`src/hdl/barrel_pkg.sv`:
```
//------------------------------
// Barrel pipeline package
// Sizes, ALU opcodes, operand modes
// and the two instruction formats
//------------------------------
package barrel_pkg;

	localparam int STRANDS   = 4;	// Hardware strands
	localparam int LANES     = 16;	// Vector lanes, 32 bits each
	localparam int REGS      = 32;	// Registers per strand per file
	localparam int ISSUE_GAP = 4;	// Min cycles between two issues of one strand
	localparam int COOL_W    = $clog2(ISSUE_GAP);	// Cooldown counter width

	typedef logic [$clog2(STRANDS)-1:0] strand_t;
	typedef logic [$clog2(REGS)-1:0]    reg_idx_t;
	typedef logic [31:0]                word_t;
	typedef word_t [LANES-1:0]          vector_t;	// Word 0 in the low bits
	typedef logic [3:0]                 op_t;
	typedef logic [1:0]                 vmode_t;

	localparam op_t OP_ADD = 4'd0;
	localparam op_t OP_SUB = 4'd1;
	localparam op_t OP_AND = 4'd2;
	localparam op_t OP_OR  = 4'd3;
	localparam op_t OP_XOR = 4'd4;
	localparam op_t OP_SHL = 4'd5;	// By b[4:0]
	localparam op_t OP_SHR = 4'd6;	// Logical, by b[4:0]
	localparam op_t OP_SLT = 4'd7;	// Unsigned compare
	localparam op_t OP_MOV = 4'd8;	// Passes b

	localparam vmode_t MODE_SS = 2'd0;	// Scalar op scalar
	localparam vmode_t MODE_VS = 2'd1;	// Vector op broadcast scalar
	localparam vmode_t MODE_VV = 2'd2;	// Vector op vector, VS in imm format
	localparam vmode_t MODE_SV = 2'd3;	// Broadcast scalar op vector

	localparam logic FMT_REG = 1'b0;
	localparam logic FMT_IMM = 1'b1;

	typedef struct packed {
		logic       fmt;
		op_t        op;
		vmode_t     mode;
		reg_idx_t   dest;
		reg_idx_t   src1;
		reg_idx_t   src2;
		logic [9:0] unused;
	} reg_fmt_t;

	typedef struct packed {
		logic        fmt;
		op_t         op;
		vmode_t      mode;
		reg_idx_t    dest;
		reg_idx_t    src1;
		logic [14:0] imm;	// Zero-extended
	} imm_fmt_t;

	// Same word seen as either format, fmt bit picks which one applies
	typedef union packed {
		reg_fmt_t r;
		imm_fmt_t i;
	} instr_t;

endpackage

```
`src/hdl/lane_bus_if.sv`:
```
//------------------------------
// Lane bus
// Decoded operands and controls from
// operand fetch to lanes and writeback
//------------------------------
`timescale 1ns/1ps

interface lane_bus_if import barrel_pkg::*; ();

	logic     valid;
	op_t      op;
	strand_t  strand;
	reg_idx_t dest;
	logic     is_vector;
	vector_t  a;	// Per-lane operand a
	vector_t  b;	// Per-lane operand b

	modport fetch   (output valid, op, strand, dest, is_vector, a, b);
	modport lane    (input valid, op, a, b);
	modport collect (input valid, strand, dest, is_vector);

endinterface

```
`src/hdl/writeback_if.sv`:
```
//------------------------------
// Writeback bus
// Committed result to register files
//------------------------------
`timescale 1ns/1ps

interface writeback_if import barrel_pkg::*; ();

	logic     valid;
	strand_t  strand;
	reg_idx_t dest;
	logic     is_vector;
	vector_t  value;	// Scalar result in word 0

	modport source (output valid, strand, dest, is_vector, value);
	modport sink   (input valid, strand, dest, is_vector, value);

endinterface

```
`src/hdl/writeback_stage.sv`:
```
//------------------------------
// Writeback stage
// Lines controls up with lane results
// and drives the commit
//------------------------------
`timescale 1ns/1ps

module writeback_stage import barrel_pkg::*;
(
	input  logic        clk,
	input  logic        rst_n,
	lane_bus_if.collect lanes,
	input  vector_t     lane_result,
	writeback_if.source wb
);

	logic     q_valid;
	strand_t  q_strand;
	reg_idx_t q_dest;
	logic     q_is_vector;

	always_ff @(posedge clk or negedge rst_n)
	begin
		if (!rst_n)
			q_valid <= 1'b0;
		else
			q_valid <= lanes.valid;
	end

	// Same edge as the lane result registers
	always_ff @(posedge clk)
	begin
		q_strand    <= lanes.strand;
		q_dest      <= lanes.dest;
		q_is_vector <= lanes.is_vector;
	end

	always_comb
	begin
		wb.value = '0;
		if (q_is_vector)
			wb.value = lane_result;
		else
			wb.value[0] = lane_result[0];	// Scalar, upper words stay zero
	end

	assign wb.valid     = q_valid;
	assign wb.strand    = q_strand;
	assign wb.dest      = q_dest;
	assign wb.is_vector = q_is_vector;

endmodule

```
`src/flat_wrapper.sv`:
```
// flat-port wrapper written by rule: the top's interface ports become plain ports
module writeback_stage_flat import barrel_pkg::*;
  (clk, rst_n, lane_result, lanes_valid, lanes_strand, lanes_dest, lanes_is_vector, wb_valid, wb_strand, wb_dest, wb_is_vector, wb_value);
  lane_bus_if lanes_i ();
  writeback_if wb_i ();
  input  logic clk;
  input  logic rst_n;
  input  vector_t lane_result;
  input wire logic [$bits(lanes_i.valid)-1:0] lanes_valid;
  input wire logic [$bits(lanes_i.strand)-1:0] lanes_strand;
  input wire logic [$bits(lanes_i.dest)-1:0] lanes_dest;
  input wire logic [$bits(lanes_i.is_vector)-1:0] lanes_is_vector;
  output wire logic [$bits(wb_i.valid)-1:0] wb_valid;
  output wire logic [$bits(wb_i.strand)-1:0] wb_strand;
  output wire logic [$bits(wb_i.dest)-1:0] wb_dest;
  output wire logic [$bits(wb_i.is_vector)-1:0] wb_is_vector;
  output wire logic [$bits(wb_i.value)-1:0] wb_value;
  assign lanes_i.valid = lanes_valid;
  assign lanes_i.strand = lanes_strand;
  assign lanes_i.dest = lanes_dest;
  assign lanes_i.is_vector = lanes_is_vector;
  assign wb_valid = wb_i.valid;
  assign wb_strand = wb_i.strand;
  assign wb_dest = wb_i.dest;
  assign wb_is_vector = wb_i.is_vector;
  assign wb_value = wb_i.value;
  writeback_stage u_core (.clk(clk), .rst_n(rst_n), .lanes(lanes_i), .lane_result(lane_result), .wb(wb_i));
endmodule
```
`config.mk`:
```
export PLATFORM = sky130hd
export DESIGN_NAME = writeback_stage_flat
export DESIGN_NICKNAME = d
export VERILOG_FILES = /design/src/hdl/barrel_pkg.sv /design/src/hdl/lane_bus_if.sv /design/src/hdl/writeback_if.sv /design/src/hdl/writeback_stage.sv /design/src/flat_wrapper.sv
export SDC_FILE = /design/constraint.sdc
export NUM_CORES = 1
export LEC_CHECK = 0
export ABC_CLOCK_PERIOD_IN_PS = 1100
export BUFFER_PORTS_ARGS = -buffer_cell sky130_fd_sc_hd__buf_2
export CORE_AREA = 2 2 404 406
export CTS_CLUSTER_DIAMETER = 30
export DETAILED_ROUTE_END_ITERATION = 6
export DIE_AREA = 0 0 406 408
export HOLD_SLACK_MARGIN = 0.03
export PLACE_DENSITY = 0.3
export SETUP_SLACK_MARGIN = 0.4
export SLEW_MARGIN = 40
export SYNTH_ARGS = -nofsm -noshare
export SYNTH_HDL_FRONTEND = slang
export SYNTH_SLANG_ARGS = --single-unit
```
`constraint.sdc`:
```
create_clock -name clk -period 1.1 [get_ports clk]
set_clock_uncertainty 0.15 [all_clocks]
set_input_delay 0.22 -clock clk [delete_from_list [all_inputs] [get_ports clk]]
set_output_delay 0.22 -clock clk [all_outputs]
set_load 0.05 [all_outputs]
```
==> reports/results.tsv <==
metric	value	unit
final std cells w/o fill	3771	
Yosys reg bits	9	
H-tree lvl count	1	
Top delay family on crit path	buffers and inverters	
final hold vios	8	
Final Util	11.4	%
Seq/Total Area, Yosys	4.82	%
Final Cycle Share	170	%
Port Buf Inserts	979	
cts bufs inserted	3	
global-route wire length before repair	134000	microns
clock tree buffer depth	2	
Vias	8842	
critical path, cell by cell	buf_4 > clkbuf_16 > clkbuf_16 > and2_2 > buf_12	
failing checks	negative hold slack, negative setup slack	
Core Box Area	0.162	sq mm
Routed WL	117000	microns
worst slew pin tran	261	ps
synthesized area	0.00384	sq mm
most used cell, CP	clkbuf_16	
Root Buffer Master	clkbuf_16	
Crit-path slowest cell	dfxtp_4	
DRC	0	
Slew Viols, Final	0	
routability congestion estimate	0.832	
worst path bufs/invs	4	
Largest stage delay, worst path	370	ps
Final Worst Setup Slack	-765	ps
Hold Crit Depth	1	
syn avg cell area	6.69	sq um
minimum clock period	1870	ps
final setup vio count	489	
TritonCTS clock tree	done	
clk sinks	9	
unrepaired setup endpoints after global routing	yes	
post-route ant nets	0	
overall power	11.6	mW
FMAX	0.536	GHz
yosys warns	0	
initial DRC count	420	
most frequent cells in the layout	498 x buf_2, 330 x buf_12, 271 x and2_2	
Cell Area, Placed	0.0168	sq mm
die area	0.166	sq mm
Hold WS	-93.2	ps
VDD IR max	330	uV
CTS Hold Bufs	1	
Sequential Area	216	sq um
HPWL Detailed	110000	microns
fin nets	2031	
commonest non-fill, non-tap cell in the layout	buf_2	
critical path class	flop to output pin	
CP startpoint	u_core.wb.is_vector	
count of cell types in the netlist	8	
Initial Util	2.38	%
status	finished, violations left	
crit path to	wb_value[476]	
vias in the first global route	8332	
TritonRoute pass-1 iters	4	
pwr/cell area	628	mW/mm^2
row count	148	
critical path endpoint category	output pin	
clock-pin slew on the worst setup and hold paths	60	ps
largest net degree at the start of global routing	61	
Total Routing Usage GR	13.3	%
Die Y	408	microns
Leak	8.07	nW
worst path required time	730	ps
design area	0.0185	sq mm
stages on the worst setup path	5	
syn_nets	1097	
Worst Hold Class	input port to flop	
TNS Setup	-327670	ps
vias per cell	2.34	
CP Launch Type	flop	
area growth from synthesis to layout	382	%
Worst EP arrival	1500	ps
IO Count	1044	
Avg WL per Cell	31.1	microns
Die X	406	microns
Worst slew margin	82.7	%
max-cap violations	0	
pre-CTS setup slack	-541	ps
Remaining Overflow, GRT	0	
multi-input logic area	0.00386	sq mm
initial antenna violation count	290	
Filler Cells Inserted	18500	
post-placement cell count	3663	
Crit Path Max Fanout	8	
Syn Inst Count	574	
layout cells sized above 1	99.9	%
==> cell usage after synthesis (all sizes together) <==
cell type / n / area (sq um)
and2: 480 / 3000
buf: 65 / 553
clkbuf: 20 / 100
dfrtp: 1 / 25.0
dfxtp: 8 / 160
==> final cells by class <==
cell class                 count  share of cell area, %
antenna                       89                   1.20
clock buffer                   4                  0.426
multi-input combinational    480                   20.9
sequential                     9                   1.17
tap                         2175                   14.7
timing repair buffer        1014                   61.6
==> flip-flops by register name, indices dropped and copies added, names as in the netlist <==
register and count:
u_core.wb.dest 5, u_core.wb.strand 2, u_core.wb.is_vector 1, u_core.wb.valid 1
==> routing by layer <==
layer | up-vias | wire [microns] | GRT usage (%)
met5 | - | 1510 | 0
met4 | 246 | 5430 | 4.73
met3 | 323 | 21800 | 11.8
met2 | 709 | 52300 | 21.0
met1 | 3897 | 36400 | 12.3
li1 | 3667 | - | -
==> worst min path at each step <==
stage	slack [ps]	endpoint	from
detailed placement	-150	u_core.wb.valid	rst_n
global placement	-150	u_core.wb.valid	rst_n
global route	-100	u_core.wb.dest[1]	lanes_dest[1]
finish	-90	u_core.wb.dest[4]	lanes_dest[4]
CTS	-100	u_core.wb.dest[4]	lanes_dest[4]
floorplan	-230	u_core.wb.valid	rst_n
==> logic make-up after synthesis <==
| group | synth area share [%] |
|---|---|
| buf+inv | 17.0 |
| simple gates | 78.2 |
| flops | 4.82 |
==> repair_timing <==
action	in CTS	in global routing
cloned	4	8
pin swaps	2	2
resized for setup	241	123
buffers inserted	0	2
endpoints found under the setup margin	489	489
endpoints found under the hold margin	10	9
==> power by group <==
part | internal [mW] | switching (mW)
combinational | 4.63 | 5.91
clock | 0.492 | 0.254
sequential | 0.337 | 0.0125
total | 5.46 | 6.17
Power figures use the tool's default switching activity.
