## src/hdl/barrel_pkg.sv

```systemverilog
//------------------------------
// Barrel pipeline package
// Sizes, ALU opcodes, operand modes
// and the two instruction formats
//------------------------------
package barrel_pkg;

	localparam int STRANDS   = 4;	// Hardware strands
	localparam int LANES     = 16;	// Vector lanes, 32 bits each
	localparam int REGS      = 32;	// Registers per strand per file
	localparam int ISSUE_GAP = 4;	// Min cycles between two issues of one strand
	localparam int COOL_W    = $clog2(ISSUE_GAP);	// Cooldown counter width

	typedef logic [$clog2(STRANDS)-1:0] strand_t;
	typedef logic [$clog2(REGS)-1:0]    reg_idx_t;
	typedef logic [31:0]                word_t;
	typedef word_t [LANES-1:0]          vector_t;	// Word 0 in the low bits
	typedef logic [3:0]                 op_t;
	typedef logic [1:0]                 vmode_t;

	localparam op_t OP_ADD = 4'd0;
	localparam op_t OP_SUB = 4'd1;
	localparam op_t OP_AND = 4'd2;
	localparam op_t OP_OR  = 4'd3;
	localparam op_t OP_XOR = 4'd4;
	localparam op_t OP_SHL = 4'd5;	// By b[4:0]
	localparam op_t OP_SHR = 4'd6;	// Logical, by b[4:0]
	localparam op_t OP_SLT = 4'd7;	// Unsigned compare
	localparam op_t OP_MOV = 4'd8;	// Passes b

	localparam vmode_t MODE_SS = 2'd0;	// Scalar op scalar
	localparam vmode_t MODE_VS = 2'd1;	// Vector op broadcast scalar
	localparam vmode_t MODE_VV = 2'd2;	// Vector op vector, VS in imm format
	localparam vmode_t MODE_SV = 2'd3;	// Broadcast scalar op vector

	localparam logic FMT_REG = 1'b0;
	localparam logic FMT_IMM = 1'b1;

	typedef struct packed {
		logic       fmt;
		op_t        op;
		vmode_t     mode;
		reg_idx_t   dest;
		reg_idx_t   src1;
		reg_idx_t   src2;
		logic [9:0] unused;
	} reg_fmt_t;

	typedef struct packed {
		logic        fmt;
		op_t         op;
		vmode_t      mode;
		reg_idx_t    dest;
		reg_idx_t    src1;
		logic [14:0] imm;	// Zero-extended
	} imm_fmt_t;

	// Same word seen as either format, fmt bit picks which one applies
	typedef union packed {
		reg_fmt_t r;
		imm_fmt_t i;
	} instr_t;

endpackage

```

## src/hdl/strand_scheduler.sv

```systemverilog
//------------------------------
// Strand scheduler
// Round-robin issue over strands with
// a per-strand cooldown between issues
//------------------------------
`timescale 1ns/1ps

module strand_scheduler import barrel_pkg::*;
(
	input  logic                 clk,
	input  logic                 rst_n,
	input  logic [STRANDS-1:0]   instr_valid,
	input  instr_t [STRANDS-1:0] instr_word,
	output logic [STRANDS-1:0]   instr_ack,
	output logic                 iss_valid,
	output strand_t              iss_strand,
	output instr_t               iss_instr
);

	strand_t             last_grant;	// Round-robin pointer
	logic [COOL_W-1:0]   cooldown [STRANDS];	// Cycles until strand may issue again
	logic [STRANDS-1:0]  eligible;
	logic                grant_hit;
	strand_t             grant_id;

	always_comb
	begin
		for (int s = 0; s < STRANDS; s++)
			eligible[s] = instr_valid[s] && (cooldown[s] == '0);
	end

	// Search upward from pointer+1, wrapping around
	always_comb
	begin
		strand_t cand;
		grant_hit = 1'b0;
		grant_id  = last_grant;
		cand      = last_grant;
		for (int k = 1; k <= STRANDS; k++)
		begin
			cand = strand_t'((int'(last_grant) + k) % STRANDS);
			if (!grant_hit && eligible[cand])
			begin
				grant_hit = 1'b1;
				grant_id  = cand;
			end
		end
	end

	always_comb
	begin
		instr_ack = '0;
		if (grant_hit)
			instr_ack[grant_id] = 1'b1;	// One-cycle pulse
	end

	always_ff @(posedge clk or negedge rst_n)
	begin
		if (!rst_n)
		begin
			last_grant <= strand_t'(STRANDS - 1);	// First search starts at strand 0
			iss_valid  <= 1'b0;
			for (int s = 0; s < STRANDS; s++)
				cooldown[s] <= '0;
		end
		else
		begin
			iss_valid <= grant_hit;
			if (grant_hit)
				last_grant <= grant_id;
			for (int s = 0; s < STRANDS; s++)
			begin
				if (instr_ack[s])
					cooldown[s] <= COOL_W'(ISSUE_GAP - 1);	// Blocks next ISSUE_GAP-1 cycles
				else if (cooldown[s] != '0)
					cooldown[s] <= cooldown[s] - 1'b1;
			end
		end
	end

	// Issued instruction for the decode cycle
	always_ff @(posedge clk)
	begin
		iss_strand <= grant_id;
		iss_instr  <= instr_word[grant_id];
	end

endmodule

```

## config.mk

```make
export PLATFORM = sky130hd
export DESIGN_NAME = strand_scheduler
export DESIGN_NICKNAME = d
export VERILOG_FILES = /design/src/hdl/barrel_pkg.sv /design/src/hdl/strand_scheduler.sv
export SDC_FILE = /design/constraint.sdc
export NUM_CORES = 1
export LEC_CHECK = 0
export ABC_CLOCK_PERIOD_IN_PS = 3020
export BUFFER_PORTS_ARGS = -buffer_cell sky130_fd_sc_hd__buf_2
export CAP_MARGIN = 20
export CORE_ASPECT_RATIO = 0.6
export CORE_MARGIN = 3
export CORE_UTILIZATION = 41
export DETAILED_ROUTE_END_ITERATION = 7
export HOLD_SLACK_MARGIN = 0.03
export MAX_ROUTING_LAYER = met4
export PLACE_DENSITY = 0.8
export SKIP_LAST_GASP = 1
export SLEW_MARGIN = 20
export SYNTH_ARGS = -nofsm -noshare
export SYNTH_HDL_FRONTEND = slang
export SYNTH_SLANG_ARGS = --single-unit
export TNS_END_PERCENT = 50
```

## constraint.sdc

```tcl
create_clock -name clk -period 3.02 [get_ports clk]
set_clock_uncertainty 0.15 [all_clocks]
set_input_delay 0.302 -clock clk [delete_from_list [all_inputs] [get_ports clk]]
set_output_delay 0.302 -clock clk [all_outputs]
set_load 0.01 [all_outputs]
```

==> results of run 1 <==
[cells by family after synthesis]
group	share of synthesized area [%]
buf+inv	8.42
mux	39.7
flops	39.6
xor+xnor	1.45
simple gates	4.18
compound gates	4.65
fa+ha+maj	2.07
[power by group]
part	internal (mW)	switching (mW)	total, mW
sequential	0.949	0.115	1.06
clock	0.207	0.191	0.398
combinational	1.16	1.24	2.40
total	2.32	1.55	3.86
[sequential cells by signal, indices dropped and copies added, names as in the netlist]
signal / flops
iss_instr: 32
cooldown: 8
iss_strand: 2
last_grant: 2
iss_valid: 1
[metal layers]
| layer | global-route usage [%] | part of all wire [%] | vias up |
|---|---|---|---|
| li1 | - | - | 1077 |
| met1 | 21.0 | 42 | 960 |
| met2 | 34.0 | 49 | 100 |
| met3 | 4.91 | 8.3 | 4 |
| met4 | 2.95 | 0.52 | 0 |
| met5 | - | 0 | - |
[timing repair]
| item | 4_1_cts | 5_1_grt |
|---|---|---|
| hold endpoints to repair | 11 | 0 |
| endpoints found under the setup margin | 0 | 0 |
| buffers inserted | 0 | 0 |
| hold buffers | 1 | 0 |
| resized for setup | 0 | 0 |
[metrics by stage]
step,setup slack [ns],instance area (µm²)
3_5_place_dp,0.509,3280
4_1_cts,0.177,3390
5_1_grt,0.0182,3390
3_3_place_gp,0.596,3280
2_1_floorplan,0.765,2420
6_report,0.204,3390
[path summary, 6_finish.rpt]
check / from / to / slack [ns] / cells past startpoint
max in group asynchronous: rst_n / last_grant[1] / 2.20 / 2
worst min register to register: cooldown[7] / cooldown[7] / 0.34 / 2
worst max register to register: cooldown[0] / iss_instr[30] / 0.55 / 8
min in group asynchronous: rst_n / cooldown[7] / 0.26 / 2
worst max-delay path: cooldown[0] / instr_ack[3] / 0.20 / 9
worst min-delay path: instr_word[10] / iss_instr[10] / 0.14 / 3
[cells in the mapped netlist]
cell / count / area (µm²)
ha_1: 4 / 50.1
o211ai_2: 1 / 12.5
or3b_4: 1 / 11.3
and3b_1: 1 / 8.76
and2_1: 1 / 6.26
a21o_1: 2 / 15.0
a311oi_2: 1 / 15.0
o2bb2ai_1: 1 / 8.76
a211oi_1: 1 / 7.51
mux2i_1: 96 / 961
dfstp_2: 2 / 52.6
buf_12: 4 / 80.1
dfrtp_1: 9 / 225
nand2_1: 11 / 41.3
o221a_1: 1 / 11.3
inv_1: 11 / 41.3
buf_8: 2 / 30.0
nand2_2: 1 / 6.26
nand4_1: 1 / 6.26
nand3b_1: 1 / 7.51
nor2_1: 1 / 3.75
nand3_1: 2 / 10.0
o21ai_2: 1 / 8.76
buf_4: 2 / 15.0
xor2_1: 4 / 35.0
o21ai_0: 2 / 10.0
o211ai_1: 2 / 15.0
buf_6: 2 / 22.5
o221ai_1: 1 / 8.76
clkbuf_4: 2 / 15.0
dfxtp_1: 34 / 681
[layout make-up]
class / count / area, µm² / share of cell area (%)
Inverter: 11 / 41.3 / 1.22
Timing Repair Buffer: 177 / 926 / 27.3
Tap cell: 77 / 96.3 / 2.84
Multi-Input combinational cell: 137 / 1270 / 37.4
Sequential cell: 45 / 958 / 28.3
Clock buffer: 7 / 96.3 / 2.84
Clock inverter: 1 / 5.00 / 0.148
[critical path, cell delays in order, from the launching register on]
cell and delay [ns]:
dfrtp_1 0.40, inv_1 0.07, ha_1 0.28, nand2_2 0.12, o221a_1 0.30, o21ai_4 0.31, buf_12 0.25, nand3_1 0.14
inv_1 0.08, buf_2 0.12
==> flow_summary.html, run 1 <==
<table>
<tr><th>Metric</th><th>Value</th></tr>
<tr><th colspan="2">Timing</th></tr>
<tr><td>Share of the clock period used by the worst path after layout</td><td>93.2%</td></tr>
<tr><td>Final slew viol count</td><td>0</td></tr>
<tr><td>Final Critical Period</td><td>2.82 ns</td></tr>
<tr><td>RSZ-0062 raised after global routing</td><td>false</td></tr>
<tr><td>Tightest slew margin relative to the limit</td><td>76.3%</td></tr>
<tr><td>Final hold slack</td><td>0.143 ns</td></tr>
<tr><td>Total negative slack</td><td>0 ns</td></tr>
<tr><td>Count of endpoints failing hold in the final timing report</td><td>0</td></tr>
<tr><td>Worst slew pin tran</td><td>0.356 ns</td></tr>
<tr><td>Max frequency</td><td>355 MHz</td></tr>
<tr><td>Final count of negative-setup-slack endpoints</td><td>0</td></tr>
<tr><th colspan="2">CTS</th></tr>
<tr><td>H-tree depth reported by CTS</td><td>2</td></tr>
<tr><td>Number of CTS-inserted buffers</td><td>5</td></tr>
<tr><td>Insertion delay to the later sink of the worst-skew pair</td><td>0.29 ns</td></tr>
<tr><td>Clock tree root driver cell</td><td>clkbuf_8</td></tr>
<tr><td>Number of clock sinks seen by CTS</td><td>45</td></tr>
<tr><td>Clock transition at path regs</td><td>0.08 ns</td></tr>
<tr><td>Largest buffer count on any clock path</td><td>2</td></tr>
<tr><td>TritonCTS clock tree</td><td>built</td></tr>
<tr><th colspan="2">Worst setup path</th></tr>
<tr><td>Worst Path Class, Setup</td><td>flip-flop to output port</td></tr>
<tr><td>Type of element launching the critical path</td><td>flip-flop</td></tr>
<tr><td>Data required time of the critical path</td><td>2.57 ns</td></tr>
<tr><td>Endpoint class of the critical path</td><td>output port</td></tr>
<tr><td>Biggest fanout along the worst timing path</td><td>27</td></tr>
<tr><td>Data arrival time of the critical path</td><td>2.36 ns</td></tr>
<tr><th colspan="2">Logic synthesis</th></tr>
<tr><td>Mean post-synth cell area</td><td>11.8 µm²</td></tr>
<tr><td>Number of synthesized register bits</td><td>45</td></tr>
<tr><td>Total standard cell area after synthesis</td><td>0.00242 mm²</td></tr>
<tr><td>Number of distinct library cells after synthesis</td><td>31</td></tr>
<tr><td>Gate Count Post-Synth</td><td>205</td></tr>
<tr><td>Part of the Yosys area used for sequential elements</td><td>39.6%</td></tr>
<tr><td>YS warnings</td><td>0</td></tr>
<tr><td>Post-Syn Nets</td><td>343</td></tr>
<tr><th colspan="2">Finish</th></tr>
<tr><td>Most frequent cells in the layout</td><td>buf_2 (172), mux2i_1 (96), dfxtp_1 (34)</td></tr>
<tr><td>Number of nets at the end of the flow</td><td>515</td></tr>
<tr><td>Final non-filler cell total</td><td>455</td></tr>
<tr><td>Ratio of cells with drive above 1 in the final layout</td><td>50.8%</td></tr>
<tr><td>Number of inserted filler cells in the final layout</td><td>459</td></tr>
<tr><td>Most frequent standard cell in the layout excluding fill and tap cells</td><td>buf_2</td></tr>
<tr><td>Number of diodes</td><td>0</td></tr>
<tr><td>Final Core Density</td><td>63.0%</td></tr>
<tr><td>Signed area change from the synthesized netlist to the final layout</td><td>40.0%</td></tr>
<tr><th colspan="2">Power and ir drop</th></tr>
<tr><td>Power density normalized to cell area</td><td>1140 mW/mm²</td></tr>
<tr><td>Final Total Pwr</td><td>3.86 mW</td></tr>
<tr><td>Leakage power</td><td>2.03 nW</td></tr>
<tr><td>Peak ir drop on the vdd network</td><td>0.695 mV</td></tr>
<tr><th colspan="2">Die</th></tr>
<tr><td>Horizontal die dimension</td><td>105 µm</td></tr>
<tr><td>Die Y-Extent</td><td>65.5 µm</td></tr>
<tr><td>Top-level I/O count</td><td>173</td></tr>
<tr><td>Total Die Area</td><td>0.00690 mm²</td></tr>
<tr><td>Count of standard-cell rows</td><td>20</td></tr>
<tr><td>Starting utilization of the core area</td><td>45.0%</td></tr>
<tr><td>Floorplan core area</td><td>0.00538 mm²</td></tr>
<tr><th colspan="2">Routing</th></tr>
<tr><td>Vias per Instance</td><td>4.71</td></tr>
<tr><td>Number of nets still failing antenna checks after routing</td><td>0</td></tr>
<tr><td>Drt wl/cell</td><td>14.4 µm</td></tr>
<tr><td>Post-detailed-routing wire length</td><td>6540 µm</td></tr>
<tr><td>Iteration-0 DRC count of the detailed router</td><td>101</td></tr>
<tr><td>Via count</td><td>2,141</td></tr>
<tr><td>DRC violation count after routing</td><td>0</td></tr>
<tr><td>First-pass iteration count of the detailed router</td><td>4</td></tr>
<tr><th colspan="2">Place</th></tr>
<tr><td>Port bufs</td><td>172</td></tr>
<tr><td>Number of placed instances, taps included</td><td>446</td></tr>
<tr><td>Placed wire-length estimate after detailed placement</td><td>5390 µm</td></tr>
<tr><td>Placer congestion estimate</td><td>0.784</td></tr>
<tr><th colspan="2">GRT</th></tr>
<tr><td>Vias in the first global route</td><td>2,211</td></tr>
<tr><td>First-pass GRT wire length</td><td>10000 µm</td></tr>
<tr><td>GRT Overall Usage</td><td>18.6%</td></tr>
<tr><td>Initial antenna violation count</td><td>0</td></tr>
<tr><td>Maximum number of pins on one net before global-route repair</td><td>41</td></tr>
<tr><td>Overflow after GRT</td><td>0</td></tr>
<tr><th colspan="2">Status</th></tr>
<tr><td>Outcome</td><td>finished, final reports clean</td></tr>
<tr><th colspan="2">Worst hold path</th></tr>
<tr><td>Worst hold path type</td><td>primary input to flip-flop</td></tr>
<tr><th colspan="2">Run</th></tr>
<tr><td>Max-Cap Viols</td><td>0</td></tr>
</table>
No activity file was read; power rests on OpenSTA's default activity.
==> run 2, diff against run 1 <==
--- a/config.mk
+++ b/config.mk
@@ -10,11 +10,12 @@
 export CAP_MARGIN = 20
 export CORE_ASPECT_RATIO = 0.6
 export CORE_MARGIN = 3
-export CORE_UTILIZATION = 41
+export CORE_UTILIZATION = 42
+export CTS_BUF_LIST = sky130_fd_sc_hd__clkbuf_8
 export DETAILED_ROUTE_END_ITERATION = 7
 export HOLD_SLACK_MARGIN = 0.03
 export MAX_ROUTING_LAYER = met4
-export PLACE_DENSITY = 0.8
+export PLACE_DENSITY = 0.82
 export SKIP_LAST_GASP = 1
 export SLEW_MARGIN = 20
 export SYNTH_ARGS = -nofsm -noshare
==> flow_summary.html, run 2 (synthesis results as in run 1) <==
<table>
<tr><th>Metric</th><th>Value</th></tr>
<tr><th colspan="2">CTS</th></tr>
<tr><td>Largest buffer count on any clock path</td><td>2</td></tr>
<tr><td>Number of hold buffers added after CTS</td><td>1</td></tr>
<tr><td>Count of instances resized after the clock tree is built</td><td>0</td></tr>
<tr><td>Number of CTS-inserted buffers</td><td>5</td></tr>
<tr><td>Clock tree root driver cell</td><td>clkbuf_8</td></tr>
<tr><td>H-tree depth reported by CTS</td><td>2</td></tr>
<tr><td>TritonCTS clock tree</td><td>built</td></tr>
<tr><td>Total setup buffers inserted after CTS</td><td>0</td></tr>
<tr><td>Clock transition at path regs</td><td>0.08 ns</td></tr>
<tr><td>Insertion delay to the later sink of the worst-skew pair</td><td>0.29 ns</td></tr>
<tr><td>Number of clock sinks seen by CTS</td><td>45</td></tr>
<tr><th colspan="2">Worst hold path</th></tr>
<tr><td>Worst hold path type</td><td>primary input to flip-flop</td></tr>
<tr><td>Startpoint of the worst hold path</td><td>instr_word[31]</td></tr>
<tr><td>Terminating pin of the worst hold path</td><td>iss_instr[31]</td></tr>
<tr><td>Number of cells on the worst hold path</td><td>3</td></tr>
<tr><th colspan="2">Die</th></tr>
<tr><td>Floorplan core area</td><td>0.00531 mm²</td></tr>
<tr><td>Horizontal die dimension</td><td>104 µm</td></tr>
<tr><td>Total Die Area</td><td>0.00674 mm²</td></tr>
<tr><td>Die Y-Extent</td><td>64.8 µm</td></tr>
<tr><td>Top-level I/O count</td><td>173</td></tr>
<tr><td>Starting utilization of the core area</td><td>45.7%</td></tr>
<tr><td>Count of standard-cell rows</td><td>20</td></tr>
<tr><th colspan="2">Finish</th></tr>
<tr><td>Ratio of cells with drive above 1 in the final layout</td><td>50.1%</td></tr>
<tr><td>Most flops, register</td><td>iss_instr</td></tr>
<tr><td>Most frequent cells in the layout</td><td>buf_2 (172), mux2i_1 (96), dfxtp_1 (34)</td></tr>
<tr><td>Number of flip-flops under the largest register name</td><td>32</td></tr>
<tr><td>Final non-filler cell total</td><td>456</td></tr>
<tr><td>Number of inserted filler cells in the final layout</td><td>465</td></tr>
<tr><td>Signed area change from the synthesized netlist to the final layout</td><td>38.4%</td></tr>
<tr><td>Biggest registers after layout</td><td>iss_instr x32, cooldown x8</td></tr>
<tr><td>Number of diodes</td><td>0</td></tr>
<tr><td>Most frequent standard cell in the layout excluding fill and tap cells</td><td>buf_2</td></tr>
<tr><td>Number of nets at the end of the flow</td><td>516</td></tr>
<tr><th colspan="2">Worst setup path</th></tr>
<tr><td>Biggest fanout along the worst timing path</td><td>24</td></tr>
<tr><td>Data required time of the critical path</td><td>2.57 ns</td></tr>
<tr><td>Register-to-Register Setup Slack</td><td>0.60 ns</td></tr>
<tr><td>Data arrival time of the critical path</td><td>2.36 ns</td></tr>
<tr><td>Worst Path Class, Setup</td><td>flip-flop to output port</td></tr>
<tr><td>Type of element launching the critical path</td><td>flip-flop</td></tr>
<tr><td>Most common cell on crit path</td><td>inv_1</td></tr>
<tr><td>Source of the worst register-to-register timing path</td><td>cooldown[0]</td></tr>
<tr><td>Slowest cell delay on critical path</td><td>0.39 ns</td></tr>
<tr><td>CP Cell Sequence</td><td>inv_1 &gt; ha_1 &gt; nand2_2 &gt; o221a_1 &gt; o21ai_4 &gt; buf_4 &gt; nand3b_1 &gt; inv_1 &gt; buf_2</td></tr>
<tr><td>Endpoint class of the critical path</td><td>output port</td></tr>
<tr><td>Register-to-Register Path Depth</td><td>8</td></tr>
<tr><td>Critical Path Slowest Stage Cell</td><td>dfrtp_1</td></tr>
<tr><td>Endpoint of the worst register-to-register path</td><td>iss_instr[21]</td></tr>
<tr><th colspan="2">Timing</th></tr>
<tr><td>Final slew viol count</td><td>0</td></tr>
<tr><td>Max frequency</td><td>355 MHz</td></tr>
<tr><td>Setup ws final</td><td>0.206 ns</td></tr>
<tr><td>Final Critical Period</td><td>2.81 ns</td></tr>
<tr><td>Share of the clock period used by the worst path after layout</td><td>93.2%</td></tr>
<tr><td>Count of endpoints failing hold in the final timing report</td><td>0</td></tr>
<tr><td>Tightest slew margin relative to the limit</td><td>66.9%</td></tr>
<tr><td>RSZ-0062 raised after global routing</td><td>false</td></tr>
<tr><td>Final count of negative-setup-slack endpoints</td><td>0</td></tr>
<tr><td>Worst slew pin tran</td><td>0.496 ns</td></tr>
<tr><td>Total negative slack</td><td>0 ns</td></tr>
<tr><th colspan="2">Power and ir drop</th></tr>
<tr><td>Switching part of the total power</td><td>40.6%</td></tr>
<tr><td>Combinational power share</td><td>62.4%</td></tr>
<tr><td>Internal power component</td><td>2.22 mW</td></tr>
<tr><td>Peak ir drop on the vdd network</td><td>0.643 mV</td></tr>
<tr><td>Leakage power</td><td>2.02 nW</td></tr>
<tr><td>Part of the power in registers</td><td>28.3%</td></tr>
<tr><td>Power density normalized to cell area</td><td>1120 mW/mm²</td></tr>
<tr><td>Proportion of power drawn by the clock network</td><td>9.3%</td></tr>
<tr><td>Switching power summed over all nets</td><td>1.52 mW</td></tr>
<tr><th colspan="2">GRT</th></tr>
<tr><td>Maximum number of pins on one net before global-route repair</td><td>31</td></tr>
<tr><td>First-pass GRT wire length</td><td>9900 µm</td></tr>
<tr><td>GRT Overall Usage</td><td>18.6%</td></tr>
<tr><td>Overflow after GRT</td><td>0</td></tr>
<tr><td>Initial antenna violation count</td><td>0</td></tr>
<tr><td>Vias in the first global route</td><td>2,126</td></tr>
<tr><th colspan="2">Routing</th></tr>
<tr><td>Drt wl/cell</td><td>13.6 µm</td></tr>
<tr><td>First-pass iteration count of the detailed router</td><td>4</td></tr>
<tr><td>Vias per Instance</td><td>4.71</td></tr>
<tr><td>DRC violation count after routing</td><td>0</td></tr>
<tr><td>Via count</td><td>2,150</td></tr>
<tr><td>Iteration-0 DRC count of the detailed router</td><td>69</td></tr>
<tr><td>Number of nets still failing antenna checks after routing</td><td>0</td></tr>
<tr><td>Post-detailed-routing wire length</td><td>6210 µm</td></tr>
<tr><th colspan="2">Place</th></tr>
<tr><td>Placer congestion estimate</td><td>0.790</td></tr>
<tr><td>Number of placed instances, taps included</td><td>447</td></tr>
<tr><td>Placed wire-length estimate after detailed placement</td><td>5050 µm</td></tr>
<tr><td>Port bufs</td><td>172</td></tr>
<tr><td>Setup Slack @ Placement</td><td>0.517 ns</td></tr>
<tr><th colspan="2">Run</th></tr>
<tr><td>Max-Cap Viols</td><td>0</td></tr>
<tr><th colspan="2">Status</th></tr>
<tr><td>Outcome</td><td>finished, final reports clean</td></tr>
</table>
[run 2: cell type report]
| type | count | area (µm²) | share of cell area [%] |
|---|---|---|---|
| multi-input combinational | 137 | 1270 | 37.8 |
| sequential | 45 | 958 | 28.6 |
| timing repair buffer | 178 | 908 | 27.1 |
| tap | 77 | 96.3 | 2.87 |
| clock buffer | 5 | 68.8 | 2.05 |
| inverter | 11 | 41.3 | 1.23 |
| clock inverter | 3 | 11.3 | 0.336 |
[run 2: power by group through the flow]
stage                     logic, mW  clock network [mW]  registers (mW)
after global placement         2.30                   0            1.06
final                          2.34               0.346            1.06
after detailed placement       2.36                   0            1.07
after floorplan                1.86                   0            1.19
after global routing           2.57               0.389            1.09
after CTS                      2.37               0.361            1.06
[run 2: worst max-delay path by stage]
| stage | from | endpoint | slack, ns | cells past startpoint |
|---|---|---|---|---|
| floorplan | cooldown[4] | instr_ack[0] | 0.77 | 8 |
| global placement | cooldown[0] | instr_ack[3] | 0.58 | 9 |
| detailed placement | cooldown[0] | instr_ack[1] | 0.52 | 9 |
| CTS | cooldown[0] | instr_ack[1] | 0.19 | 9 |
| global route | cooldown[1] | instr_ack[1] | 0.05 | 9 |
| finish | cooldown[0] | instr_ack[1] | 0.21 | 9 |
[run 2: per-stage QoR]
stage	hold slack [ns]	utilization, %	cell area [µm²]	power [mW]
2_1_floorplan	-0.144	-	2420	3.05
3_3_place_gp	0.0302	61.5	3260	3.36
3_5_place_dp	0.0313	61.5	3260	3.43
4_1_cts	0.129	63.2	3350	3.79
5_1_grt	0.138	63.2	3350	4.05
6_report	0.132	63.2	3350	3.74
[run 2: layer usage]
| metal | GRT usage (%) | vias up | part of all wire, % |
|---|---|---|---|
| met5 | - | - | 0 |
| met4 | 3.81 | 0 | 1.0 |
| met3 | 5.57 | 7 | 8.6 |
| met2 | 30.3 | 105 | 46 |
| met1 | 23.3 | 957 | 45 |
| li1 | - | 1081 | - |
[run 2: critical path, delay by kind of cell, from the launching register on]
kind	cells	cell delay, ns
DFF	1	0.39
and+or+nand+nor	2	0.29
adders and majority gates	1	0.27
AOI/OAI and AO/OA	2	0.49
buffers and inverters	4	0.62
