$ cat config.mk
export PLATFORM = sky130hd
export DESIGN_NAME = vector_lane_flat
export DESIGN_NICKNAME = d
export VERILOG_FILES = /design/src/hdl/barrel_pkg.sv /design/src/hdl/lane_bus_if.sv /design/src/hdl/vector_lane.sv /design/src/flat_wrapper.sv
export SDC_FILE = /design/constraint.sdc
export NUM_CORES = 1
export LEC_CHECK = 0
export BUFFER_PORTS_ARGS = -buffer_cell sky130_fd_sc_hd__buf_2
export CAP_MARGIN = 10
export CORE_AREA = 2 2 413 415
export DETAILED_ROUTE_END_ITERATION = 8
export DIE_AREA = 0 0 415 417
export PLACE_DENSITY = 0.3
export REMOVE_ABC_BUFFERS = 1
export SYNTH_ARGS = -nofsm -noshare
export SYNTH_HDL_FRONTEND = slang
export SYNTH_SLANG_ARGS = --single-unit
export TNS_END_PERCENT = 100
$ cat constraint.sdc
create_clock -name clk -period 1.9 [get_ports clk]
set_clock_uncertainty 0.1 [all_clocks]
set_input_delay 0.285 -clock clk [delete_from_list [all_inputs] [get_ports clk]]
set_output_delay 0.285 -clock clk [all_outputs]
set_load 0.005 [all_outputs]
$ cat src/hdl/barrel_pkg.sv
//------------------------------
// Barrel pipeline package
// Sizes, ALU opcodes, operand modes
// and the two instruction formats
//------------------------------
package barrel_pkg;

	localparam int STRANDS   = 4;	// Hardware strands
	localparam int LANES     = 16;	// Vector lanes, 32 bits each
	localparam int REGS      = 32;	// Registers per strand per file
	localparam int ISSUE_GAP = 4;	// Min cycles between two issues of one strand
	localparam int COOL_W    = $clog2(ISSUE_GAP);	// Cooldown counter width

	typedef logic [$clog2(STRANDS)-1:0] strand_t;
	typedef logic [$clog2(REGS)-1:0]    reg_idx_t;
	typedef logic [31:0]                word_t;
	typedef word_t [LANES-1:0]          vector_t;	// Word 0 in the low bits
	typedef logic [3:0]                 op_t;
	typedef logic [1:0]                 vmode_t;

	localparam op_t OP_ADD = 4'd0;
	localparam op_t OP_SUB = 4'd1;
	localparam op_t OP_AND = 4'd2;
	localparam op_t OP_OR  = 4'd3;
	localparam op_t OP_XOR = 4'd4;
	localparam op_t OP_SHL = 4'd5;	// By b[4:0]
	localparam op_t OP_SHR = 4'd6;	// Logical, by b[4:0]
	localparam op_t OP_SLT = 4'd7;	// Unsigned compare
	localparam op_t OP_MOV = 4'd8;	// Passes b

	localparam vmode_t MODE_SS = 2'd0;	// Scalar op scalar
	localparam vmode_t MODE_VS = 2'd1;	// Vector op broadcast scalar
	localparam vmode_t MODE_VV = 2'd2;	// Vector op vector, VS in imm format
	localparam vmode_t MODE_SV = 2'd3;	// Broadcast scalar op vector

	localparam logic FMT_REG = 1'b0;
	localparam logic FMT_IMM = 1'b1;

	typedef struct packed {
		logic       fmt;
		op_t        op;
		vmode_t     mode;
		reg_idx_t   dest;
		reg_idx_t   src1;
		reg_idx_t   src2;
		logic [9:0] unused;
	} reg_fmt_t;

	typedef struct packed {
		logic        fmt;
		op_t         op;
		vmode_t      mode;
		reg_idx_t    dest;
		reg_idx_t    src1;
		logic [14:0] imm;	// Zero-extended
	} imm_fmt_t;

	// Same word seen as either format, fmt bit picks which one applies
	typedef union packed {
		reg_fmt_t r;
		imm_fmt_t i;
	} instr_t;

endpackage

$ cat src/hdl/lane_bus_if.sv
//------------------------------
// Lane bus
// Decoded operands and controls from
// operand fetch to lanes and writeback
//------------------------------
`timescale 1ns/1ps

interface lane_bus_if import barrel_pkg::*; ();

	logic     valid;
	op_t      op;
	strand_t  strand;
	reg_idx_t dest;
	logic     is_vector;
	vector_t  a;	// Per-lane operand a
	vector_t  b;	// Per-lane operand b

	modport fetch   (output valid, op, strand, dest, is_vector, a, b);
	modport lane    (input valid, op, a, b);
	modport collect (input valid, strand, dest, is_vector);

endinterface

$ cat src/hdl/vector_lane.sv
//------------------------------
// Vector lane
// One 32-bit ALU, registered result
//------------------------------
`timescale 1ns/1ps

module vector_lane import barrel_pkg::*;
#(
	parameter int LANE = 0
)
(
	input  logic     clk,
	input  logic     rst_n,
	lane_bus_if.lane lane,
	output word_t    result
);

	word_t a;
	word_t b;
	word_t alu_out;

	assign a = lane.a[LANE];	// This lane's operands
	assign b = lane.b[LANE];

	always_comb
	begin
		case (lane.op)
			OP_ADD:  alu_out = a + b;
			OP_SUB:  alu_out = a - b;
			OP_AND:  alu_out = a & b;
			OP_OR:   alu_out = a | b;
			OP_XOR:  alu_out = a ^ b;
			OP_SHL:  alu_out = a << b[4:0];
			OP_SHR:  alu_out = a >> b[4:0];
			OP_SLT:  alu_out = word_t'(a < b);	// Unsigned
			OP_MOV:  alu_out = b;
			default: alu_out = '0;	// Undefined codes
		endcase
	end

	always_ff @(posedge clk or negedge rst_n)
	begin
		if (!rst_n)
			result <= '0;
		else if (lane.valid)
			result <= alu_out;	// Held while idle
	end

endmodule

$ cat src/flat_wrapper.sv
// flat-port wrapper written by rule: the top's interface ports become plain ports
module vector_lane_flat import barrel_pkg::*;
#(
	parameter int LANE = 0
)
  (clk, rst_n, result, lane_valid, lane_op, lane_a, lane_b);
  lane_bus_if lane_i ();
  input  logic clk;
  input  logic rst_n;
  output word_t result;
  input wire logic [$bits(lane_i.valid)-1:0] lane_valid;
  input wire logic [$bits(lane_i.op)-1:0] lane_op;
  input wire logic [$bits(lane_i.a)-1:0] lane_a;
  input wire logic [$bits(lane_i.b)-1:0] lane_b;
  assign lane_i.valid = lane_valid;
  assign lane_i.op = lane_op;
  assign lane_i.a = lane_a;
  assign lane_i.b = lane_b;
  vector_lane #(.LANE(LANE)) u_core (.clk(clk), .rst_n(rst_n), .lane(lane_i), .result(result));
endmodule
==> results.yml, run 1 <==
run_status:
  status: "complete, but fails checks"
  violations: "setup timing"
critical_path:
  cp-end-kind: "register"
  crit_slowest_cell: "a2111o_1"
  r2r_setup_slack_ps: -340
  crit_fanout: 3
  worstPathRequired_ps: 2020
  slowest_delay_ps: 490
  worstPathCellList: "buf_12 > buf_8 > ha_4 > buf_6 > a2111o_1 > o21ai_2 > nand4b_1 > a311oi_2 > buf_4 > o21ba_4 > o31ai_4 > o21a_1 > a211oi_2"
  startpoint: "lane_a[6]"
  crit_arrival_ps: 2840
  reg2reg_depth: 10
  setup.worst_path.end: "u_core.result[28]"
  crit_type: "input port to register"
  start_kind: "input port"
  r2r-end: "u_core.result[31]"
  r2r_start: "u_core.result[31]"
detailed_routing:
  viasPerCell: 3.212
  drc: 0
  dr.pass1.iters: 5
  antenna_left: 0
  finalWirelength_microns: 79170
  num_vias: 13530
  drt_iter0_drc: 907
  wl_per_cell_microns: 18.80
sta:
  worstMarginPinSlew_ps: 649.8
  slew-limit-headroom: 0.5649
  setup_viol: 32
  final_max_slew_viol_count: 0
  fin_tns_setup_ps: -19910
  rsz0062_at_grt: "yes"
  post-route-period-util: 1.435
  max_freq_mhz: 366.7
  fin_crit_ps: 2727
  final_hold_viol_count: 0
  fin_ws_ps: -827.1
worst_hold_path:
  hp-class: "input port to register"
clock_tree:
  cts-root-buf: "clkbuf_16"
  clkSinkCount: 32
  clockBufferDepth: 2
  h-tree-depth: 2
  cts_tree: "yes"
  clk_pin_slew_worst_paths_ps: 60
  numCtsBuffers: 5
  clock_latency_ps: 300
pwr:
  ir_drop_uv: 277.4
  p_per_area_nw_per_um2: 369.6
  total_power_mw: 7.649
  p_leak_nw: 8.134
final_layout:
  regArea_sq_um: 800.8
  drive_gt1_frac: 0.5765
  num-fill-cells: 19610
  reg.largest.list: "u_core.result: 32 flops"
  regMostFlops: "u_core.result"
  utilization: 0.1228
  area_growth_pct: 113.8
  fin_area_sq_um: 20690
  largest_reg_flops: 32
  fin_nets: 3123
  multi_input_area_sq_um: 10440
yosys:
  synth_area_sq_um: 9679
  ys_seq_area_frac: 0.08273
  synthCells: 1358
  ys_ff_latch: 32
  synth_cell_types: 91
  ys_warn_count: 0
  ys_async_sr_fraction: 1.000
  synth_ff_type: "dfrtp_1"
  synth_edf_count: 0
  avgSynthCellArea_sq_um: 7.128
job:
  max_cap_viol_count: 0
global_routing:
  first_global_vias: 13980
  overflow: 0
  grt_max_degree: 72
  grt_usage: 0.08819
  grt_pass1_wl_microns: 109500
  antenna_found_initial: 14
place:
  port_buffers: 102
  hpwl_microns: 66190
  dpl_cell_area_sq_um: 16850
  gp_congestion: 0.8686
die:
  start_util: 0.05743
  die_area_sq_um: 173100
  pin_count: 1063
  die_height_microns: 417
  core_area_sq_um: 168500
  die_w_microns: 415
  rows: 151
==> critical path, delay by kind of cell <==
family,cells,cell delay (ps)
fa+ha+maj,1,160
buf+inv,4,550
simple gates,1,190
compound gates,7,1650
==> report_power, final <==
part | switching (mW) | internal (mW)
logic | 3.05 | 2.74
registers | 0.0985 | 0.743
clock network | 0.396 | 0.620
total | 3.54 | 4.11
==> what timing repair did <==
| item | in CTS | in global routing |
|---|---|---|
| gates cloned | 2 | 2 |
| endpoints found under the hold margin | 32 | 0 |
| endpoints found under the setup margin | 32 | 32 |
| setup buffers | 45 | 36 |
| hold buffers | 1 | 0 |
| pin swaps | 124 | 92 |
| resized for setup | 514 | 165 |
==> cells in the mapped netlist, types with 22 or more instances <==
cell | n | area [sq um]
a211oi_1 | 32 | 240.2
nand2_1 | 107 | 401.6
mux4_2 | 28 | 630.6
mux2i_1 | 60 | 600.6
o22ai_1 | 29 | 181.4
a21oi_1 | 130 | 650.6
nor2_1 | 142 | 533.0
nor2b_1 | 22 | 137.6
nor3_1 | 30 | 150.1
ha_1 | 98 | 1226
inv_1 | 106 | 397.9
nand3_1 | 24 | 120.1
dfrtp_1 | 32 | 800.8
nand2b_1 | 22 | 137.6
clkbuf_1 | 62 | 232.7
o21ai_0 | 81 | 405.4
==> cell usage in the layout (no fill, tap or decap), types with 11 or more instances in the layout <==
master	n
buf_4	559
nor2_1	118
nand2_1	100
a21oi_1	77
inv_1	76
buf_2	66
buf_6	60
ha_1	51
o21ai_0	49
a21oi_2	36
ha_4	33
dfrtp_1	32
mux2i_1	30
buf_12	29
mux4_2	28
inv_2	27
nand2b_1	21
nor3_1	21
mux2i_4	21
o211ai_1	20
o21ai_2	20
a22oi_1	20
a21oi_4	18
o21ai_1	18
nand3_1	18
nor2b_1	17
a211oi_2	17
nor2_2	15
o22ai_2	15
ha_2	14
nand4_1	13
a211oi_1	13
mux2_4	12
a31oi_1	12
o22ai_1	11
==> worst min path at each step <==
stage          startpoint                end  slack [ps]  cells past startpoint
2_1_floorplan       rst_n   u_core.result[0]        -110                      0
3_3_place_gp        rst_n   u_core.result[8]         190                      2
3_5_place_dp        rst_n   u_core.result[8]         190                      2
5_1_grt        lane_valid  u_core.result[12]         360                      3
4_1_cts        lane_valid  u_core.result[12]         340                      3
6_report       lane_valid  u_core.result[10]         340                      3
==> per-layer routing <==
metal | part of all wire | vias to the layer above | GRT usage
met5 | 0.0014 | - | 0
met4 | 0.034 | 16 | 0.02431
met3 | 0.041 | 79 | 0.01036
met2 | 0.49 | 340 | 0.1553
met1 | 0.44 | 6772 | 0.1126
li1 | - | 6323 | -
==> cell families (layout without fill, tap and decap cells) <==
group | after synthesis | after routing | synth area share
other | 0 | 1 | 0
AND/OR/NAND/NOR | 406 | 406 | 0.1945
AO/OA/AOI/OAI | 477 | 477 | 0.3295
flip-flops | 32 | 32 | 0.08273
multiplexers | 109 | 109 | 0.1530
XOR/XNOR | 19 | 19 | 0.01719
adder cells (fa/ha/maj) | 100 | 100 | 0.1308
buffers and inverters | 215 | 850 | 0.09216
==> through the flow <==
stage | cells | worst slack, ps | hold WS, ps
2_1_floorplan | 1255 | -2237 | -110.6
3_3_place_gp | 4127 | -1762 | 185.6
3_5_place_dp | 4128 | -1628 | 185.1
4_1_cts | 4178 | -923.8 | 340.7
5_1_grt | 4212 | -932.1 | 359.0
6_report | 4212 | -827.1 | 335.4
==> cell type report <==
type                       count  area share
antenna                        1   0.0001209
clock buffer                   6    0.006227
multi-input combinational   1111      0.5044
tap                         2218      0.1341
inverter                     112     0.02201
timing repair buffer         730      0.2928
sequential                    32     0.03869
clock inverter                 2    0.001693
Note: power is estimated with default switching activity, not from simulation.
==> inputs of run 2 (changes only) <==
- CORE_AREA: 2 2 413 415 -> 2 2 414 416
- CTS_CLUSTER_SIZE: unset -> 24
- DIE_AREA: 0 0 415 417 -> 0 0 416 418
==> run 2 against run 1 <==
Against the previous run:
- the run still ends with setup timing left
- largest power group unchanged
- die area increased by 0.48%
- largest cell class unchanged
- count of clock-buffer cells in the layout decreased by 1
- critical path depth decreased by 1
==> results.yml, run 2 (synthesis results as in run 1) <==
critical_path:
  r2r_start: "u_core.result[31]"
  crit_arrival_ps: 2790
  reg2reg_depth: 10
  r2r-end: "u_core.result[31]"
  slowest_delay_ps: 440
  crit_fanout: 4
  worstPathCellList: "buf_12 > buf_6 > ha_4 > o21ba_4 > nor2_4 > a211o_4 > a21oi_4 > nand4b_1 > a31o_4 > a2111o_1 > or2_1 > a221oi_2"
  crit_slowest_cell: "a2111o_1"
  start_kind: "input port"
  crit_type: "input port to register"
  worstPathRequired_ps: 2010
  critPathTopFamily: "compound AO/OA/AOI/OAI gates"
  r2r_setup_slack_ps: -280
  cp-end-kind: "register"
  cp.buffers_inverters: 2
clock_tree:
  cts-root-buf: "clkbuf_16"
  clock_latency_ps: 300
  h-tree-depth: 2
  cts_tree: "yes"
  numCtsBuffers: 5
  clockBufferDepth: 2
  clkSinkCount: 32
  clk_pin_slew_worst_paths_ps: 60
global_routing:
  antenna_found_initial: 12
  overflow: 0
  first_global_vias: 14070
  grt_max_degree: 39
  grt_usage: 0.08748
  grt_pass1_wl_microns: 109000
sta:
  fin_ws_ps: -776.0
  fin_crit_ps: 2676
  fin_worst_hold_slack_ps: 357.5
  rsz0062_at_grt: "yes"
  final_max_slew_viol_count: 0
  setup_viol: 32
  slew-limit-headroom: 0.5453
  worstMarginPinSlew_ps: 677.9
  max_freq_mhz: 373.7
  final_hold_viol_count: 0
  post-route-period-util: 1.408
worst_hold_path:
  hp-class: "input port to register"
  holdPathEnd: "u_core.result[31]"
  min_path_cells: 4
  min_from: "lane_valid"
run_status:
  violations: "setup timing"
  status: "complete, but fails checks"
place:
  place_inst: 4114
  pre_cts_slack_ps: -1814
  hpwl_microns: 65730
  port_buffers: 102
  gp_congestion: 0.8765
detailed_routing:
  wl_per_cell_microns: 18.55
  antenna_left: 0
  drt_iter0_drc: 828
  num_vias: 13550
  viasPerCell: 3.217
  drc: 0
  finalWirelength_microns: 78110
  dr.pass1.iters: 8
die:
  rows: 151
  die_height_microns: 418
  pin_count: 1063
  die_area_sq_um: 173900
  core_area_sq_um: 169100
  die_w_microns: 416
  start_util: 0.05724
final_layout:
  area_growth_pct: 111.6
  instances_no_fill: 4211
  reg.largest.list: "u_core.result: 32 flops"
  final_common_cell: "buf_4"
  final_cell_mix: "552 x buf_4, 116 x nor2_1, 99 x nand2_1, 90 x a21oi_1, 77 x inv_1"
  drive_gt1_frac: 0.5665
  regMostFlops: "u_core.result"
  fin_nets: 3121
  largest_reg_flops: 32
  utilization: 0.1211
pwr:
  netSwitchingFraction: 0.4630
  p_leak_nw: 8.106
  clkPwrFrac: 0.132
  total_power_mw: 7.553
  ir_drop_uv: 387.6
  pwr-share-seq: 0.111
  power.switching_mw: 3.497
  p_per_area_nw_per_um2: 368.8
  internal_power_mw: 4.056
  power_frac_comb: 0.757
job:
  max_cap_viol_count: 0
-- run 2: changes by cell type in the layout (fill, tap and decap cells not counted), moves of 6 or more --
cell | before | now
a21oi_2 | 36 | 26
buf_4 | 559 | 552
a21oi_1 | 77 | 90
mux2i_4 | 21 | 12
mux2i_1 | 30 | 36
-- run 2: metal layers --
layer  track usage  share of wire  up-vias
met5             0        0.00035        -
met4       0.02521          0.033        4
met3      0.007719          0.032       75
met2        0.1533           0.49      357
met1        0.1134           0.45     6804
li1              -              -     6306
-- run 2: stage by stage --
| stage | instance area [sq um] | setup TNS (ps) |
|---|---|---|
| after CTS | 19830 | -18880 |
| after detailed placement | 16700 | -45340 |
| after global routing | 20470 | -21450 |
| final | 20480 | -18780 |
| after global placement | 16700 | -45420 |
| after floorplan | 9208 | -60540 |
-- run 2: tightest hold or removal path, delay by kind of cell --
family | cells | cell delay, ps
AO/OA/AOI/OAI | 1 | 50
buffers and inverters | 2 | 230
AND/OR/NAND/NOR | 1 | 140
-- run 2: worst max path at each step --
stage | startpoint | endpoint | slack [ps] | depth (start not counted)
finish | lane_a[1] | u_core.result[31] | -780 | 12
global route | lane_b[0] | u_core.result[10] | -830 | 15
CTS | lane_a[1] | u_core.result[31] | -780 | 12
detailed placement | lane_b[0] | u_core.result[11] | -1810 | 13
global placement | lane_b[0] | u_core.result[11] | -1830 | 13
floorplan | lane_op[2] | u_core.result[28] | -2240 | 8
-- run 2: final cells by class --
class	count	area, sq um
diodes	2	5.005
clock buffers	5	125.1
well taps	2218	2775
fillers	19520	148600
repair buffers	728	5998
clock inverters	3	42.54
multi-input cells	1111	10270
inverters	112	460.4
flip-flops and latches	32	800.8
-- run 2: what timing repair did --
item                                    CTS  global route
pin swaps                               134            67
hold buffers                              1             0
resized for setup                       536           118
endpoints found under the setup margin   32            32
setup buffers                            73            20
cloned                                    3             0
endpoints found under the hold margin    32             0
-- run 2: power groups by stage --
stage / clock [mW] / combinational, mW / sequential [mW]
floorplan: 0 / 1.73 / 0.792
global placement: 0 / 4.48 / 0.857
detailed placement: 0 / 4.43 / 0.856
CTS: 1.02 / 5.47 / 0.845
global route: 1.04 / 6.06 / 0.843
finish: 0.999 / 5.72 / 0.838
==> inputs of run 3 (changes only) <==
- ABC_AREA: unset -> 1
- CORE_AREA: 2 2 414 416 -> 2 2 418 420
- DIE_AREA: 0 0 416 418 -> 0 0 420 422
- RECOVER_POWER: unset -> 100
==> run 3 against run 2 <==
Against the previous run:
- the flow still finishes with violations (setup timing)
- worst setup slack better by 750 ps
- register-to-register slack better by 1300 ps
- cell count rose by 21%
- sequential power grew 3.9%
- first-iteration DRC count is 35% higher
- total power is 1.3% higher
- die area increased by 1.9%
- critical endpoint is now u_core.result[26]
- largest cell class unchanged
- largest power group unchanged
==> results.yml, run 3 <==
yosys:
  ys_top_cells_by_area: "nand2_1 25%, nand3_1 18%, ha_1 11%"
  synthCells: 2170
  synth_cell_types: 46
  synth_ff_type: "dfrtp_1"
  yosysTopAreaCellShare: 0.2521
  avgSynthCellArea_sq_um: 5.106
  yosysMostFrequentCell: "nand2_1"
  synth_commonest_cells: "744 x nand2_1, 407 x nand3_1, 300 x inv_1, 174 x nor2_1, 98 x ha_1"
  synth_area_sq_um: 11080
  synth_edf_count: 0
  ys_async_sr_fraction: 1.000
  ys_ff_latch: 32
  ys_seq_area_frac: 0.07228
  yosys.area.top_type: "nand2_1"
  ys_warn_count: 0
critical_path:
  worstPathCellList: "buf_6 > inv_4 > ha_4 > inv_4 > buf_6 > nor3_4 > nand2_1 > nand2_2 > nand2_2 > nand2_4 > nand2_4 > nand2_2 > nand2_2 > nand3_2 > nand3_2 > nand2_4 > nand2_2"
  crit_slowest_cell: "ha_4"
  critPathTopFamily: "simple AND/OR/NAND/NOR gates"
  cpMostUsedCell: "nand2_2"
  worstPathRequired_ps: 2020
  cp-end-kind: "register"
  crit_fanout: 3
  start_kind: "input port"
  crit_type: "input port to register"
  crit_cells: 17
  cp.buffers_inverters: 4
  slowest_delay_ps: 310
  reg2reg_depth: 2
  crit_arrival_ps: 2040
clock_tree:
  clkSinkCount: 32
  cts-root-buf: "clkbuf_16"
  numCtsBuffers: 5
  h-tree-depth: 2
  clockBufferDepth: 2
  clk_pin_slew_worst_paths_ps: 80
  clock_latency_ps: 330
  cts_tree: "yes"
pwr:
  clkPwrFrac: 0.129
  total_power_mw: 7.650
  ir_drop_uv: 321.7
  pwr-share-seq: 0.114
  power.switching_mw: 3.931
  power_frac_comb: 0.757
  p_per_area_nw_per_um2: 346.0
  p_leak_nw: 10.38
  netSwitchingFraction: 0.5138
  internal_power_mw: 3.720
final_layout:
  largest_reg_flops: 32
  fin_nets: 3913
  n_antenna_cell: 0
  area_growth_pct: 99.57
  final_common_cell: "nand2_1"
  utilization: 0.1279
  regMostFlops: "u_core.result"
  instances_no_fill: 5108
  reg.largest.list: "u_core.result: 32 flops"
  final_cell_mix: "571 x nand2_1, 521 x buf_4, 347 x nand3_1, 204 x inv_1, 132 x nand2_2"
  drive_gt1_frac: 0.4510
place:
  hpwl_microns: 75870
  place_inst: 5038
  gp_congestion: 0.9076
  port_buffers: 102
  pre_cts_slack_ps: -1090
die:
  rows: 153
  die_w_microns: 420
  pin_count: 1063
  start_util: 0.06409
  core_area_sq_um: 172900
  die_area_sq_um: 177200
  die_height_microns: 422
global_routing:
  grt_usage: 0.09837
  grt_max_degree: 58
  first_global_vias: 16950
  antenna_found_initial: 9
  overflow: 0
  grt_pass1_wl_microns: 123900
detailed_routing:
  wl_per_cell_microns: 17.54
  num_vias: 16730
  viasPerCell: 3.276
  drt_iter0_drc: 1115
  finalWirelength_microns: 89600
  dr.pass1.iters: 5
  drc: 0
  antenna_left: 0
sta:
  slew-limit-headroom: 0.1572
  max_freq_mhz: 519.2
  fin_ws_ps: -25.88
  fin_tns_setup_ps: -95.67
  worstMarginPinSlew_ps: 1264
  fin_crit_ps: 1926
  rsz0062_at_grt: "yes"
  setup_viol: 8
  final_hold_viol_count: 0
  final_max_slew_viol_count: 0
  post-route-period-util: 1.014
worst_hold_path:
  hp-class: "input port to register"
  min_path_cells: 4
run_status:
  violations: "setup timing"
  status: "complete, but fails checks"
job:
  max_cap_viol_count: 0
[run 3: changes by cell type in the layout (fill, tap and decap cells not counted), moves of 28 or more]
cell | before | now
mux4_2 | 28 | 0
nand2_2 | 7 | 132
nand3_1 | 17 | 347
inv_1 | 77 | 204
nand2_4 | 1 | 42
buf_4 | 552 | 521
nand2_1 | 99 | 571
nand3_2 | 6 | 50
o21ai_0 | 47 | 19
mux2i_1 | 36 | 1
nor2_2 | 13 | 44
inv_2 | 26 | 73
buf_2 | 71 | 35
a21oi_1 | 90 | 37
[run 3: final cells by class]
cell class	count	area [sq um]
clock inverter	3	18.77
inverter	312	1280
fill	20270	150800
clock buffer	5	125.1
timing repair buffer	709	6021
sequential	32	800.8
tap	2325	2909
multi-input combinational	1722	10960
[run 3: final timing paths]
kind	to	start	slack (ps)
max	u_core.result[26]	lane_b[2]	-30
min	u_core.result[11]	lane_valid	340
max reg2reg	u_core.result[16]	u_core.result[16]	1030
min reg2reg	u_core.result[29]	u_core.result[29]	380
max in group asynchronous	u_core.result[2]	rst_n	150
min in group asynchronous	u_core.result[11]	rst_n	730
[run 3: worst min-delay path, stage by stage]
cell and delay, ps:
buf_2 130, buf_12 180, nand2_2 100, nand2_1 40
[run 3: power by group through the flow]
stage | combinational (mW) | clock (mW) | sequential (mW)
after floorplan | 1.83 | 0 | 0.833
after global placement | 4.59 | 0 | 0.891
after global routing | 6.21 | 1.05 | 0.881
final | 5.79 | 0.989 | 0.871
after CTS | 5.24 | 1.04 | 0.877
after detailed placement | 4.56 | 0 | 0.887
[run 3: cells by family (layout without fill, tap and decap cells)]
family                   Yosys count  in the layout  share of synthesized area
adder cells (fa/ha/maj)          100            100                     0.1143
buffers and inverters            416           1029                     0.1551
multiplexers                       2              2                   0.001807
AO/OA/AOI/OAI                    199            199                     0.1063
flip-flops                        32             32                    0.07228
XOR/XNOR                           3              3                   0.002372
AND/OR/NAND/NOR                 1418           1418                     0.5479
[run 3: routing by layer]
layer | share of wire | wire length (microns) | up-vias | track usage
met3 | 0.036 | 3189 | 77 | 0.01161
met2 | 0.48 | 43320 | 371 | 0.1712
met4 | 0.028 | 2503 | 8 | 0.02494
li1 | - | - | 8194 | -
met1 | 0.45 | 40530 | 8084 | 0.1273
met5 | 0.00056 | 50 | - | 0
[run 3: timing repair]
item	in CTS	in global routing
endpoints found under the hold margin	32	0
hold buffers	1	0
endpoints found under the setup margin	32	31
cloned	4	1
pin swaps	112	186
gates resized for setup	490	439
setup buffers	37	28
[run 3: metrics by stage]
step                      instance area (sq um)  hold slack, ps
after global placement                    18260           183.3
final                                     22110           344.0
after CTS                                 20480           325.8
after floorplan                           10540          -110.6
after detailed placement                  18260           180.7
after global routing                      22110           355.6
